==> src/common/bus_pkg.sv <==
// bus types shared by every block; one flat 28-bit space, top nibble picks the peripheral, no wait states
`default_nettype none

package bus_pkg;

    localparam int BUS_ADDR_W   = 28;                  // full bus address width
    localparam int BUS_DATA_W   = 32;                  // read and write data width
    localparam int BUS_BE_W     = BUS_DATA_W / 8;      // one write enable per byte
    localparam int PERIPH_OFS_W = 24;                  // local offset inside a peripheral

    localparam logic [3:0] PERIPH_PLIC_BASE  = 4'h0;   // addr[27:24] of the interrupt controller
    localparam logic [3:0] PERIPH_TIMER_BASE = 4'h1;   // addr[27:24] of the interval timer

    // one request per cycle, there is no handshake back to the master
    typedef struct packed {
        logic                  en;                     // strobe, valid for this cycle only
        logic [BUS_BE_W-1:0]   we;                     // byte write enables, all zero is a read
        logic [BUS_ADDR_W-1:0] addr;                   // byte address
        logic [BUS_DATA_W-1:0] wdata;                  // write data, ignored on reads
    } bus_req_t;

    typedef enum logic [1:0] {
        SEL_PLIC  = 2'd0,                              // controller answers
        SEL_TIMER = 2'd1,                              // timer answers
        SEL_NONE  = 2'd2                               // unmapped, reads as zero
    } periph_sel_e;

    // merges the written bytes into the current register value
    function automatic logic [BUS_DATA_W-1:0] be_merge(
        input logic [BUS_DATA_W-1:0] cur,
        input logic [BUS_DATA_W-1:0] wdata,
        input logic [BUS_BE_W-1:0]   be
    );
        logic [BUS_DATA_W-1:0] res;
        res = cur;                                     // bytes without enable keep their value
        for (int b = 0; b < BUS_BE_W; b++) begin
            if (be[b]) begin
                res[8*b +: 8] = wdata[8*b +: 8];       // take the new byte
            end
        end
        return res;
    endfunction

endpackage

`default_nettype wire

==> src/common/irq_pkg.sv <==
// interrupt map for one fixed build of four sources; timer channels are sources 1 and 2, pins 3 and 4
`default_nettype none

package irq_pkg;

    localparam int IRQ_CNT     = 4;                    // sources, numbered 1 to IRQ_CNT
    localparam int IRQ_ID_W    = $clog2(IRQ_CNT + 1);  // holds 0 (none) up to IRQ_CNT
    localparam int TMR_CH_CNT  = 2;                    // timer channels
    localparam int EXT_IRQ_CNT = IRQ_CNT - TMR_CH_CNT; // external level pins

    typedef logic [IRQ_ID_W-1:0] irq_id_t;             // 0 means no interrupt

    localparam irq_id_t TMR_IRQ_BASE = irq_id_t'(1);   // source ID of timer channel 0

    localparam logic [23:0] PLIC_ID_ADDR = 24'h200004; // claim on read, acknowledge on write
    localparam logic [23:0] PLIC_IP_ADDR = 24'h001000; // pending, source n at bit n
    localparam logic [23:0] PLIC_IE_ADDR = 24'h002000; // enable, source n at bit n

    typedef enum logic [23:0] {
        TMR_CTRL    = 24'h000000,                      // bit c enables channel c
        TMR_RELOAD0 = 24'h000004,                      // start value of channel 0
        TMR_RELOAD1 = 24'h000008,                      // start value of channel 1
        TMR_COUNT0  = 24'h000010,                      // live counter 0, read only
        TMR_COUNT1  = 24'h000014                       // live counter 1, read only
    } tmr_reg_e;

endpackage

`default_nettype wire

==> src/hdl/periph_decoder.sv <==
// read data comes from the peripheral's own output register, so rdata_o is valid one cycle after the strobe
`timescale 1ns/10ps
`default_nettype none

module periph_decoder
    import bus_pkg::*;
(
    input  wire logic                  clk,
    input  wire logic                  reset_n,

    input  wire bus_req_t              bus_i,          // request from the master
    output bus_req_t                   plic_bus_o,     // request seen by the controller
    output bus_req_t                   tmr_bus_o,      // request seen by the timer

    input  wire logic [BUS_DATA_W-1:0] plic_rdata_i,   // registered controller read data
    input  wire logic [BUS_DATA_W-1:0] tmr_rdata_i,    // registered timer read data
    output logic [BUS_DATA_W-1:0]      rdata_o         // read data back to the master
);

    periph_sel_e sel;                                  // target of the current request
    periph_sel_e rd_sel_q;                             // target of the last read
    logic        rd_strobe;                            // read request this cycle

    always_comb begin
        unique case (bus_i.addr[BUS_ADDR_W-1:PERIPH_OFS_W])
            PERIPH_PLIC_BASE:  sel = SEL_PLIC;         // controller window
            PERIPH_TIMER_BASE: sel = SEL_TIMER;        // timer window
            default:           sel = SEL_NONE;         // nothing mapped there
        endcase
    end

    // the address goes through whole, each peripheral only looks at its offset bits
    always_comb begin
        plic_bus_o    = bus_i;
        plic_bus_o.en = bus_i.en && (sel == SEL_PLIC);  // strobe only to the addressed block
        tmr_bus_o     = bus_i;
        tmr_bus_o.en  = bus_i.en && (sel == SEL_TIMER);
    end

    assign rd_strobe = bus_i.en && (bus_i.we == '0);   // writes get no response

    always_ff @(posedge clk or negedge reset_n) begin
        if (!reset_n) begin
            rd_sel_q <= SEL_NONE;                      // rdata_o is zero out of reset
        end else if (rd_strobe) begin
            rd_sel_q <= sel;                           // held until the next read
        end
    end

    // both inputs are registers that only move on their own reads, so the result holds
    always_comb begin
        unique case (rd_sel_q)
            SEL_PLIC:  rdata_o = plic_rdata_i;
            SEL_TIMER: rdata_o = tmr_rdata_i;
            default:   rdata_o = '0;                   // unmapped reads return zero
        endcase
    end

endmodule

`default_nettype wire

==> src/plic/plic.sv <==
// no priorities, no threshold and one hart; the lowest enabled pending source wins
`timescale 1ns/10ps
`default_nettype none

module plic
    import bus_pkg::*, irq_pkg::*;
(
    input  wire logic                  clk,
    input  wire logic                  reset_n,

    input  wire bus_req_t              bus_i,          // already gated by the decoder
    output logic [BUS_DATA_W-1:0]      rdata_o,        // registered read data

    input  wire logic [IRQ_CNT-1:0]    irq_i,          // source levels, bit 0 is source 1
    input  wire logic                  iack_i,         // core claims the current winner
    output logic [IRQ_CNT-1:0]         iack_o,         // one-cycle acknowledge per source
    output logic                       irq_o           // request level to the core
);

    logic [IRQ_CNT-1:0]      ip_q;                     // pending, a delayed copy of the levels
    logic [IRQ_CNT-1:0]      ie_q;                     // enable mask
    logic [IRQ_CNT-1:0]      active;                   // enabled and pending
    irq_id_t                 id_win;                   // winner of the search this cycle
    irq_id_t                 id_q;                     // claimed ID

    logic [PERIPH_OFS_W-1:0] ofs;                      // local register offset
    logic                    rd_en;                    // read strobe
    logic                    wr_en;                    // write strobe
    logic [BUS_DATA_W-1:0]   reg_val;                  // addressed register, zero extended
    logic [BUS_DATA_W-1:0]   write_val;                // reg_val with the written bytes merged
    irq_id_t                 wr_id;                    // ID written to the claim register
    logic [IRQ_CNT-1:0]      ack_next;                 // acknowledge decoded from wr_id

    // pending

    always_ff @(posedge clk or negedge reset_n) begin
        if (!reset_n) begin
            ip_q <= '0;
        end else begin
            ip_q <= irq_i;                             // level sources, no edge capture
        end
    end

    assign active = ip_q & ie_q;
    assign irq_o  = |active;                           // combinational, falls as soon as ip drops

    // walk downward so the last hit is the lowest source number
    always_comb begin
        id_win = '0;                                   // zero when nothing is active
        for (int i = IRQ_CNT - 1; i >= 0; i--) begin
            if (active[i]) begin
                id_win = irq_id_t'(i + 1);             // source numbers start at 1
            end
        end
    end

    always_ff @(posedge clk or negedge reset_n) begin
        if (!reset_n) begin
            id_q <= '0;
        end else if (iack_i) begin
            id_q <= id_win;                            // may be 0 if the source went away
        end
    end

    // register access

    assign ofs   = bus_i.addr[PERIPH_OFS_W-1:0];
    assign rd_en = bus_i.en && (bus_i.we == '0);
    assign wr_en = bus_i.en && (bus_i.we != '0);

    always_comb begin
        unique case (ofs)
            PLIC_ID_ADDR: reg_val = {{(BUS_DATA_W - IRQ_ID_W){1'b0}}, id_q};
            PLIC_IP_ADDR: reg_val = {{(BUS_DATA_W - IRQ_CNT - 1){1'b0}}, ip_q, 1'b0};
            PLIC_IE_ADDR: reg_val = {{(BUS_DATA_W - IRQ_CNT - 1){1'b0}}, ie_q, 1'b0};
            default:      reg_val = '0;                // unmapped offsets read as zero
        endcase
    end

    assign write_val = be_merge(reg_val, bus_i.wdata, bus_i.we);
    assign wr_id     = write_val[IRQ_ID_W-1:0];         // only the low bits carry an ID

    always_ff @(posedge clk or negedge reset_n) begin
        if (!reset_n) begin
            rdata_o <= '0;
        end else if (rd_en) begin
            rdata_o <= reg_val;                        // kept until the next read here
        end
    end

    always_ff @(posedge clk or negedge reset_n) begin
        if (!reset_n) begin
            ie_q <= '0;                                // everything masked out of reset
        end else if (wr_en && (ofs == PLIC_IE_ADDR)) begin
            ie_q <= write_val[IRQ_CNT:1];              // bit 0 and bits above IRQ_CNT are dropped
        end
    end

    // writing ID n pulses source n; 0 and IDs above IRQ_CNT pulse nothing
    always_comb begin
        ack_next = '0;
        if (wr_en && (ofs == PLIC_ID_ADDR)) begin
            for (int i = 0; i < IRQ_CNT; i++) begin
                if (wr_id == irq_id_t'(i + 1)) begin
                    ack_next[i] = 1'b1;
                end
            end
        end
    end

    always_ff @(posedge clk or negedge reset_n) begin
        if (!reset_n) begin
            iack_o <= '0;
        end else begin
            iack_o <= ack_next;                        // high for exactly the cycle after the write
        end
    end

endmodule

`default_nettype wire

==> src/hdl/irq_timer.sv <==
// a disabled channel keeps loading its reload value, so it always starts from the full count
`timescale 1ns/10ps
`default_nettype none

module irq_timer
    import bus_pkg::*, irq_pkg::*;
(
    input  wire logic                  clk,
    input  wire logic                  reset_n,

    input  wire bus_req_t              bus_i,          // already gated by the decoder
    output logic [BUS_DATA_W-1:0]      rdata_o,        // registered read data

    output logic [TMR_CH_CNT-1:0]      irq_o,          // level per channel
    input  wire logic [TMR_CH_CNT-1:0] iack_i          // acknowledge pulse per channel
);

    logic [TMR_CH_CNT-1:0] ctrl_q;                     // channel enables
    logic [BUS_DATA_W-1:0] reload_q [TMR_CH_CNT];      // start values
    logic [BUS_DATA_W-1:0] count_q [TMR_CH_CNT];       // down-counters
    logic [TMR_CH_CNT-1:0] flag_q;                     // expired and not yet acknowledged

    tmr_reg_e              reg_sel;                    // addressed register
    logic                  rd_en;
    logic                  wr_en;
    logic [BUS_DATA_W-1:0] reg_val;                    // addressed register, zero extended
    logic [BUS_DATA_W-1:0] write_val;                  // reg_val with the written bytes merged

    assign reg_sel   = tmr_reg_e'(bus_i.addr[PERIPH_OFS_W-1:0]);
    assign rd_en     = bus_i.en && (bus_i.we == '0);
    assign wr_en     = bus_i.en && (bus_i.we != '0);
    assign write_val = be_merge(reg_val, bus_i.wdata, bus_i.we);

    always_comb begin
        unique case (reg_sel)
            TMR_CTRL:    reg_val = {{(BUS_DATA_W - TMR_CH_CNT){1'b0}}, ctrl_q};
            TMR_RELOAD0: reg_val = reload_q[0];
            TMR_RELOAD1: reg_val = reload_q[1];
            TMR_COUNT0:  reg_val = count_q[0];
            TMR_COUNT1:  reg_val = count_q[1];
            default:     reg_val = '0;                 // holes in the map read as zero
        endcase
    end

    always_ff @(posedge clk or negedge reset_n) begin
        if (!reset_n) begin
            rdata_o <= '0;
        end else if (rd_en) begin
            rdata_o <= reg_val;
        end
    end

    // counter registers ignore writes
    always_ff @(posedge clk or negedge reset_n) begin
        if (!reset_n) begin
            ctrl_q      <= '0;
            reload_q[0] <= '0;
            reload_q[1] <= '0;
        end else if (wr_en) begin
            case (reg_sel)
                TMR_CTRL:    ctrl_q      <= write_val[TMR_CH_CNT-1:0];
                TMR_RELOAD0: reload_q[0] <= write_val;
                TMR_RELOAD1: reload_q[1] <= write_val;
                default:     ;
            endcase
        end
    end

    // counts R, R-1 .. 0, then holds at 0 with the flag up
    always_ff @(posedge clk or negedge reset_n) begin
        if (!reset_n) begin
            for (int c = 0; c < TMR_CH_CNT; c++) begin
                count_q[c] <= '0;
                flag_q[c]  <= 1'b0;
            end
        end else begin
            for (int c = 0; c < TMR_CH_CNT; c++) begin
                if (!ctrl_q[c] || iack_i[c]) begin
                    count_q[c] <= reload_q[c];         // restart from the reload value
                    flag_q[c]  <= 1'b0;                // level drops with the acknowledge
                end else if (count_q[c] == '0) begin
                    flag_q[c]  <= 1'b1;                // fire and wait for the acknowledge
                end else begin
                    count_q[c] <= count_q[c] - 1'b1;
                end
            end
        end
    end

    assign irq_o = flag_q;

endmodule

`default_nettype wire

==> src/hdl/periph_top.sv <==
// source 1 and 2 are the timer, 3 and 4 the external pins; iack_i must be a single-cycle pulse
`timescale 1ns/10ps
`default_nettype none

module periph_top
    import bus_pkg::*, irq_pkg::*;
(
    input  wire logic                   clk,
    input  wire logic                   reset_n,

    input  wire bus_req_t               bus_i,         // peripheral bus request
    input  wire logic [EXT_IRQ_CNT-1:0] ext_irq_i,     // external levels, sources 3 and 4
    input  wire logic                   iack_i,        // claim pulse from the core

    output logic [BUS_DATA_W-1:0]       rdata_o,       // read data, one cycle after the strobe
    output logic                        irq_o,         // interrupt level to the core
    output logic [EXT_IRQ_CNT-1:0]      ext_iack_o     // acknowledge pulses for sources 3 and 4
);

    bus_req_t              plic_bus;                   // request into the controller
    bus_req_t              tmr_bus;                    // request into the timer
    logic [BUS_DATA_W-1:0] plic_rdata;
    logic [BUS_DATA_W-1:0] tmr_rdata;
    logic [TMR_CH_CNT-1:0] tmr_irq;                    // timer levels
    logic [TMR_CH_CNT-1:0] tmr_iack;                   // timer acknowledges
    logic [IRQ_CNT-1:0]    irq_src;                    // all sources, bit 0 is source 1
    logic [IRQ_CNT-1:0]    irq_ack;                    // all acknowledges, bit 0 is source 1

    assign irq_src    = {ext_irq_i, tmr_irq};          // timer takes the low source numbers
    assign tmr_iack   = irq_ack[int'(TMR_IRQ_BASE) - 1 +: TMR_CH_CNT];
    assign ext_iack_o = irq_ack[IRQ_CNT-1 -: EXT_IRQ_CNT];

    periph_decoder decoder_i (
        .clk          (clk),
        .reset_n      (reset_n),
        .bus_i        (bus_i),
        .plic_bus_o   (plic_bus),
        .tmr_bus_o    (tmr_bus),
        .plic_rdata_i (plic_rdata),
        .tmr_rdata_i  (tmr_rdata),
        .rdata_o      (rdata_o)
    );

    plic plic_i (
        .clk     (clk),
        .reset_n (reset_n),
        .bus_i   (plic_bus),
        .rdata_o (plic_rdata),
        .irq_i   (irq_src),
        .iack_i  (iack_i),
        .iack_o  (irq_ack),
        .irq_o   (irq_o)
    );

    irq_timer timer_i (
        .clk     (clk),
        .reset_n (reset_n),
        .bus_i   (tmr_bus),
        .rdata_o (tmr_rdata),
        .irq_o   (tmr_irq),
        .iack_i  (tmr_iack)
    );

endmodule

`default_nettype wire

==> config.mk <==
export PLATFORM = sky130hd
export DESIGN_NAME = periph_top
export DESIGN_NICKNAME = d
export VERILOG_FILES = /design/src/common/bus_pkg.sv /design/src/common/irq_pkg.sv /design/src/hdl/periph_decoder.sv /design/src/plic/plic.sv /design/src/hdl/irq_timer.sv /design/src/hdl/periph_top.sv
export SDC_FILE = /design/constraint.sdc
export NUM_CORES = 1
export LEC_CHECK = 0
export BUFFER_PORTS_ARGS = -buffer_cell sky130_fd_sc_hd__buf_2
export CORE_ASPECT_RATIO = 1.1
export CORE_MARGIN = 5
export CORE_UTILIZATION = 60
export DETAILED_ROUTE_END_ITERATION = 6
export GPL_ROUTABILITY_DRIVEN = 0
export PLACE_DENSITY = 0.83
export SYNTH_ARGS = -nofsm -noshare
export SYNTH_HDL_FRONTEND = slang
export SYNTH_HIERARCHICAL = 1
export SYNTH_SLANG_ARGS = --single-unit
==> constraint.sdc <==
create_clock -name clk -period 6.9 [get_ports clk]
set_input_delay 1.035 -clock clk [delete_from_list [all_inputs] [get_ports clk]]
set_output_delay 1.035 -clock clk [all_outputs]
set_load 0.01 [all_outputs]
==> metrics.log <==
INFO  metric detailedRoute.firstPassIterationCount = 6
INFO  metric track_usage = 0.287
INFO  metric hold_ws = 0.384 ns
INFO  metric syn2layout_area_growth = 3.21%
INFO  metric met1_usage = 0.354
INFO  metric outcome = finished clean
INFO  metric place_hpwl = 21400 microns
INFO  metric grt_pass1_vias = roughly 9.7k
INFO  metric cts_setup_buffers = 0
INFO  metric vias = 9677
INFO  metric clock_sinks = approximately 190
INFO  metric slew_headroom = 0.207
INFO  metric setup.worst_path.end_class = register
INFO  metric final-instance-count-excl-fill = ~1.5k
INFO  metric p_seq_frac = 0.498
INFO  metric hold_buffers_post_cts = 0
INFO  metric timing.setup.tns = 0 ns
INFO  metric ioPinCount = 105
INFO  metric dp_slack = between 3 and 4 ns
INFO  metric report.final.slew_viol_count = 0
INFO  metric initial_utilization = 0.611
INFO  metric clk-insertion-delay-late = about 0.45 ns
INFO  metric avgRoutedWirePerCell = about 21 microns
INFO  metric net_switching_power_figure = ~560 uW
INFO  metric clk_pwr_share = 0.428
INFO  metric timing.critical_path.fanout_max = 16
INFO  metric finish.utilization = 0.630
INFO  metric top_usage_layer = met2
INFO  metric grt_use_met2 = 0.457
INFO  metric synthesized_area_divided_by_synthesized_cell_count = 9.26 sq um
INFO  metric root_buffer = sky130_fd_sc_hd__clkbuf_16
INFO  metric drc = 0
INFO  metric placement.cell_area = roughly 12000 sq um
INFO  metric grt_remaining_overflow = 0
INFO  metric startpoint_type = register
INFO  metric vdd_ir_drop_max = 0.000171 V
INFO  metric tightest_slew = 1.19 ns
INFO  metric cp.required = 7.23 ns
INFO  metric finalHoldViolations = 0
INFO  metric maximum_buffer_depth_of_the_clock_tree = 2
INFO  metric p_int = between 1.5 and 2 mW
INFO  metric switching_share = 0.253
INFO  metric achievable-frequency = 291 MHz
INFO  metric final-setup-viol-count = 0
INFO  metric antenna_cells = 0
INFO  metric tritoncts.num_buffers = 17
INFO  metric drt_iter0_markers = 1158
INFO  metric initial_antenna_violation_count = 0
INFO  metric post-layout-total-power = around 2.2 mW
INFO  metric grt_max_degree = 105
INFO  metric placement.io_buffers = 104
INFO  metric critPathKind = reg -> reg
INFO  metric fp-row-count = 53
INFO  metric final_cell_area = 12100 sq um
INFO  metric route.final.wire_length = 31700 microns
INFO  metric yosys_warnings = 6
INFO  metric finalWorstPathRequiredPeriod = 3.44 ns
INFO  metric groute.layer.met3.usage = 0.0605
INFO  metric die_width = approximately 140 microns
INFO  metric vertical_die_dimension = 156 microns
INFO  metric unrepaired_setup_endpoints_after_global_routing = false
INFO  metric power.density_cell_area = 185 nW/um^2
INFO  metric post_route_cells_drive_above_1_share = 0.180
INFO  metric synth_area = 11700 sq um
INFO  metric total_leakage_power = approximately 5.6 nW
INFO  metric design.final.nets = 1300
INFO  metric power.share.combinational = 0.073
INFO  metric number_of_nets_still_failing_antenna_checks_after_routing = 0
INFO  metric final_critical_path_setup_slack = 3.46 ns
INFO  metric min_period_over_period = 0.498
INFO  metric core = 19200 sq um
INFO  metric synth_cells = 1264
INFO  metric cts_resized = 0
INFO  metric h-tree-depth = 4
INFO  metric vias_per_cell = around 6.5
INFO  metric arrival = 3.77 ns
INFO  metric tritoncts = done
INFO  metric placedCellCount = 1456
INFO  metric clock-skew-final = 0.0161 ns
INFO  metric worst_min_path_class = reg -> reg
INFO  metric maxCapViolCount = 0
INFO  metric die_area = 22400 sq um
INFO  metric grt_pass1_wl = 50500 microns
INFO  metric clk_transition_reported_paths = 0.07 ns
final timing paths:
| path | slack [ns] | depth (start not counted) | startpoint | to |
|---|---|---|---|---|
| min in group asynchronous | 0.72 | 1 | reset_n | timer_i/rdata_o[19]$_DFFE_PN0P_ |
| setup / recovery | 3.46 | 5 | timer_i/count_q[15]$_DFFE_PN0P_ | timer_i/count_q[1]$_DFFE_PN0P_ |
| hold reg to reg | 0.38 | 0 | timer_i/irq_o[0]$_DFFE_PN0P_ | plic_i/ip_q[0]$_DFF_PN0_ |
| max in group asynchronous | 4.54 | 2 | reset_n | timer_i/count_q[6]$_DFFE_PN0P_ |
| hold / removal | 0.38 | 0 | timer_i/irq_o[0]$_DFFE_PN0P_ | plic_i/ip_q[0]$_DFF_PN0_ |
| setup reg to reg | 3.46 | 5 | timer_i/count_q[15]$_DFFE_PN0P_ | timer_i/count_q[1]$_DFFE_PN0P_ |
final cells by class:
| class | count | area [sq um] |
|---|---|---|
| fillers | 1548 | 7090 |
| flip-flops and latches | 186 | 4660 |
| repair buffers | 120 | 647 |
| clock buffers | 21 | 450 |
| inverters | 11 | 41.3 |
| clock inverters | 11 | 113 |
| multi-input cells | 892 | 5860 |
| well taps | 247 | 309 |
sequential cells by signal (all words and copies together) (netlist names), 3 cells and up:
signal,count
plic_i/ie_q,4
plic_i/ip_q,4
plic_i/id_q,3
plic_i/rdata_o,5
timer_i/count_q,64
timer_i/rdata_o,32
plic_i/iack_o,4
timer_i/reload_q,64
cell usage in the layout (no fill, tap or decap), types with 27 or more instances in the layout:
cell type                 instances
sky130_fd_sc_hd__mux2i_1         66
sky130_fd_sc_hd__conb_1          27
sky130_fd_sc_hd__nor2_1          98
sky130_fd_sc_hd__a31oi_1         32
sky130_fd_sc_hd__nor4_1          28
sky130_fd_sc_hd__buf_2          103
sky130_fd_sc_hd__mux2_2          41
sky130_fd_sc_hd__a22oi_1         34
sky130_fd_sc_hd__dfrtp_1        184
sky130_fd_sc_hd__o21ai_0         41
sky130_fd_sc_hd__nand2_1        162
sky130_fd_sc_hd__o31ai_1         60
per-layer routing:
layer | part of all wire | up-vias
met3 | 0.081 | 122
met2 | 0.48 | 481
met5 | 0 | -
met1 | 0.38 | 4683
met4 | 0.059 | 0
li1 | - | 4391
worst max-delay path: stages (launching register included):
cell                      delay, ns
sky130_fd_sc_hd__dfrtp_1       0.44
sky130_fd_sc_hd__or4_4         0.57
sky130_fd_sc_hd__or4_1         0.87
sky130_fd_sc_hd__nor3_4        0.95
sky130_fd_sc_hd__mux2i_1       0.18
sky130_fd_sc_hd__mux2_2        0.30
power by group through the flow:
stage	Combinational (mW)	Sequential, mW	Clock, mW
6_report	0.163	1.11	0.955
5_1_grt	0.179	1.11	1.01
4_1_cts	0.163	1.11	0.965
3_5_place_dp	0.163	1.13	0
3_3_place_gp	0.160	1.13	0
2_1_floorplan	0.143	1.12	0
Power figures use the tool's default switching activity.
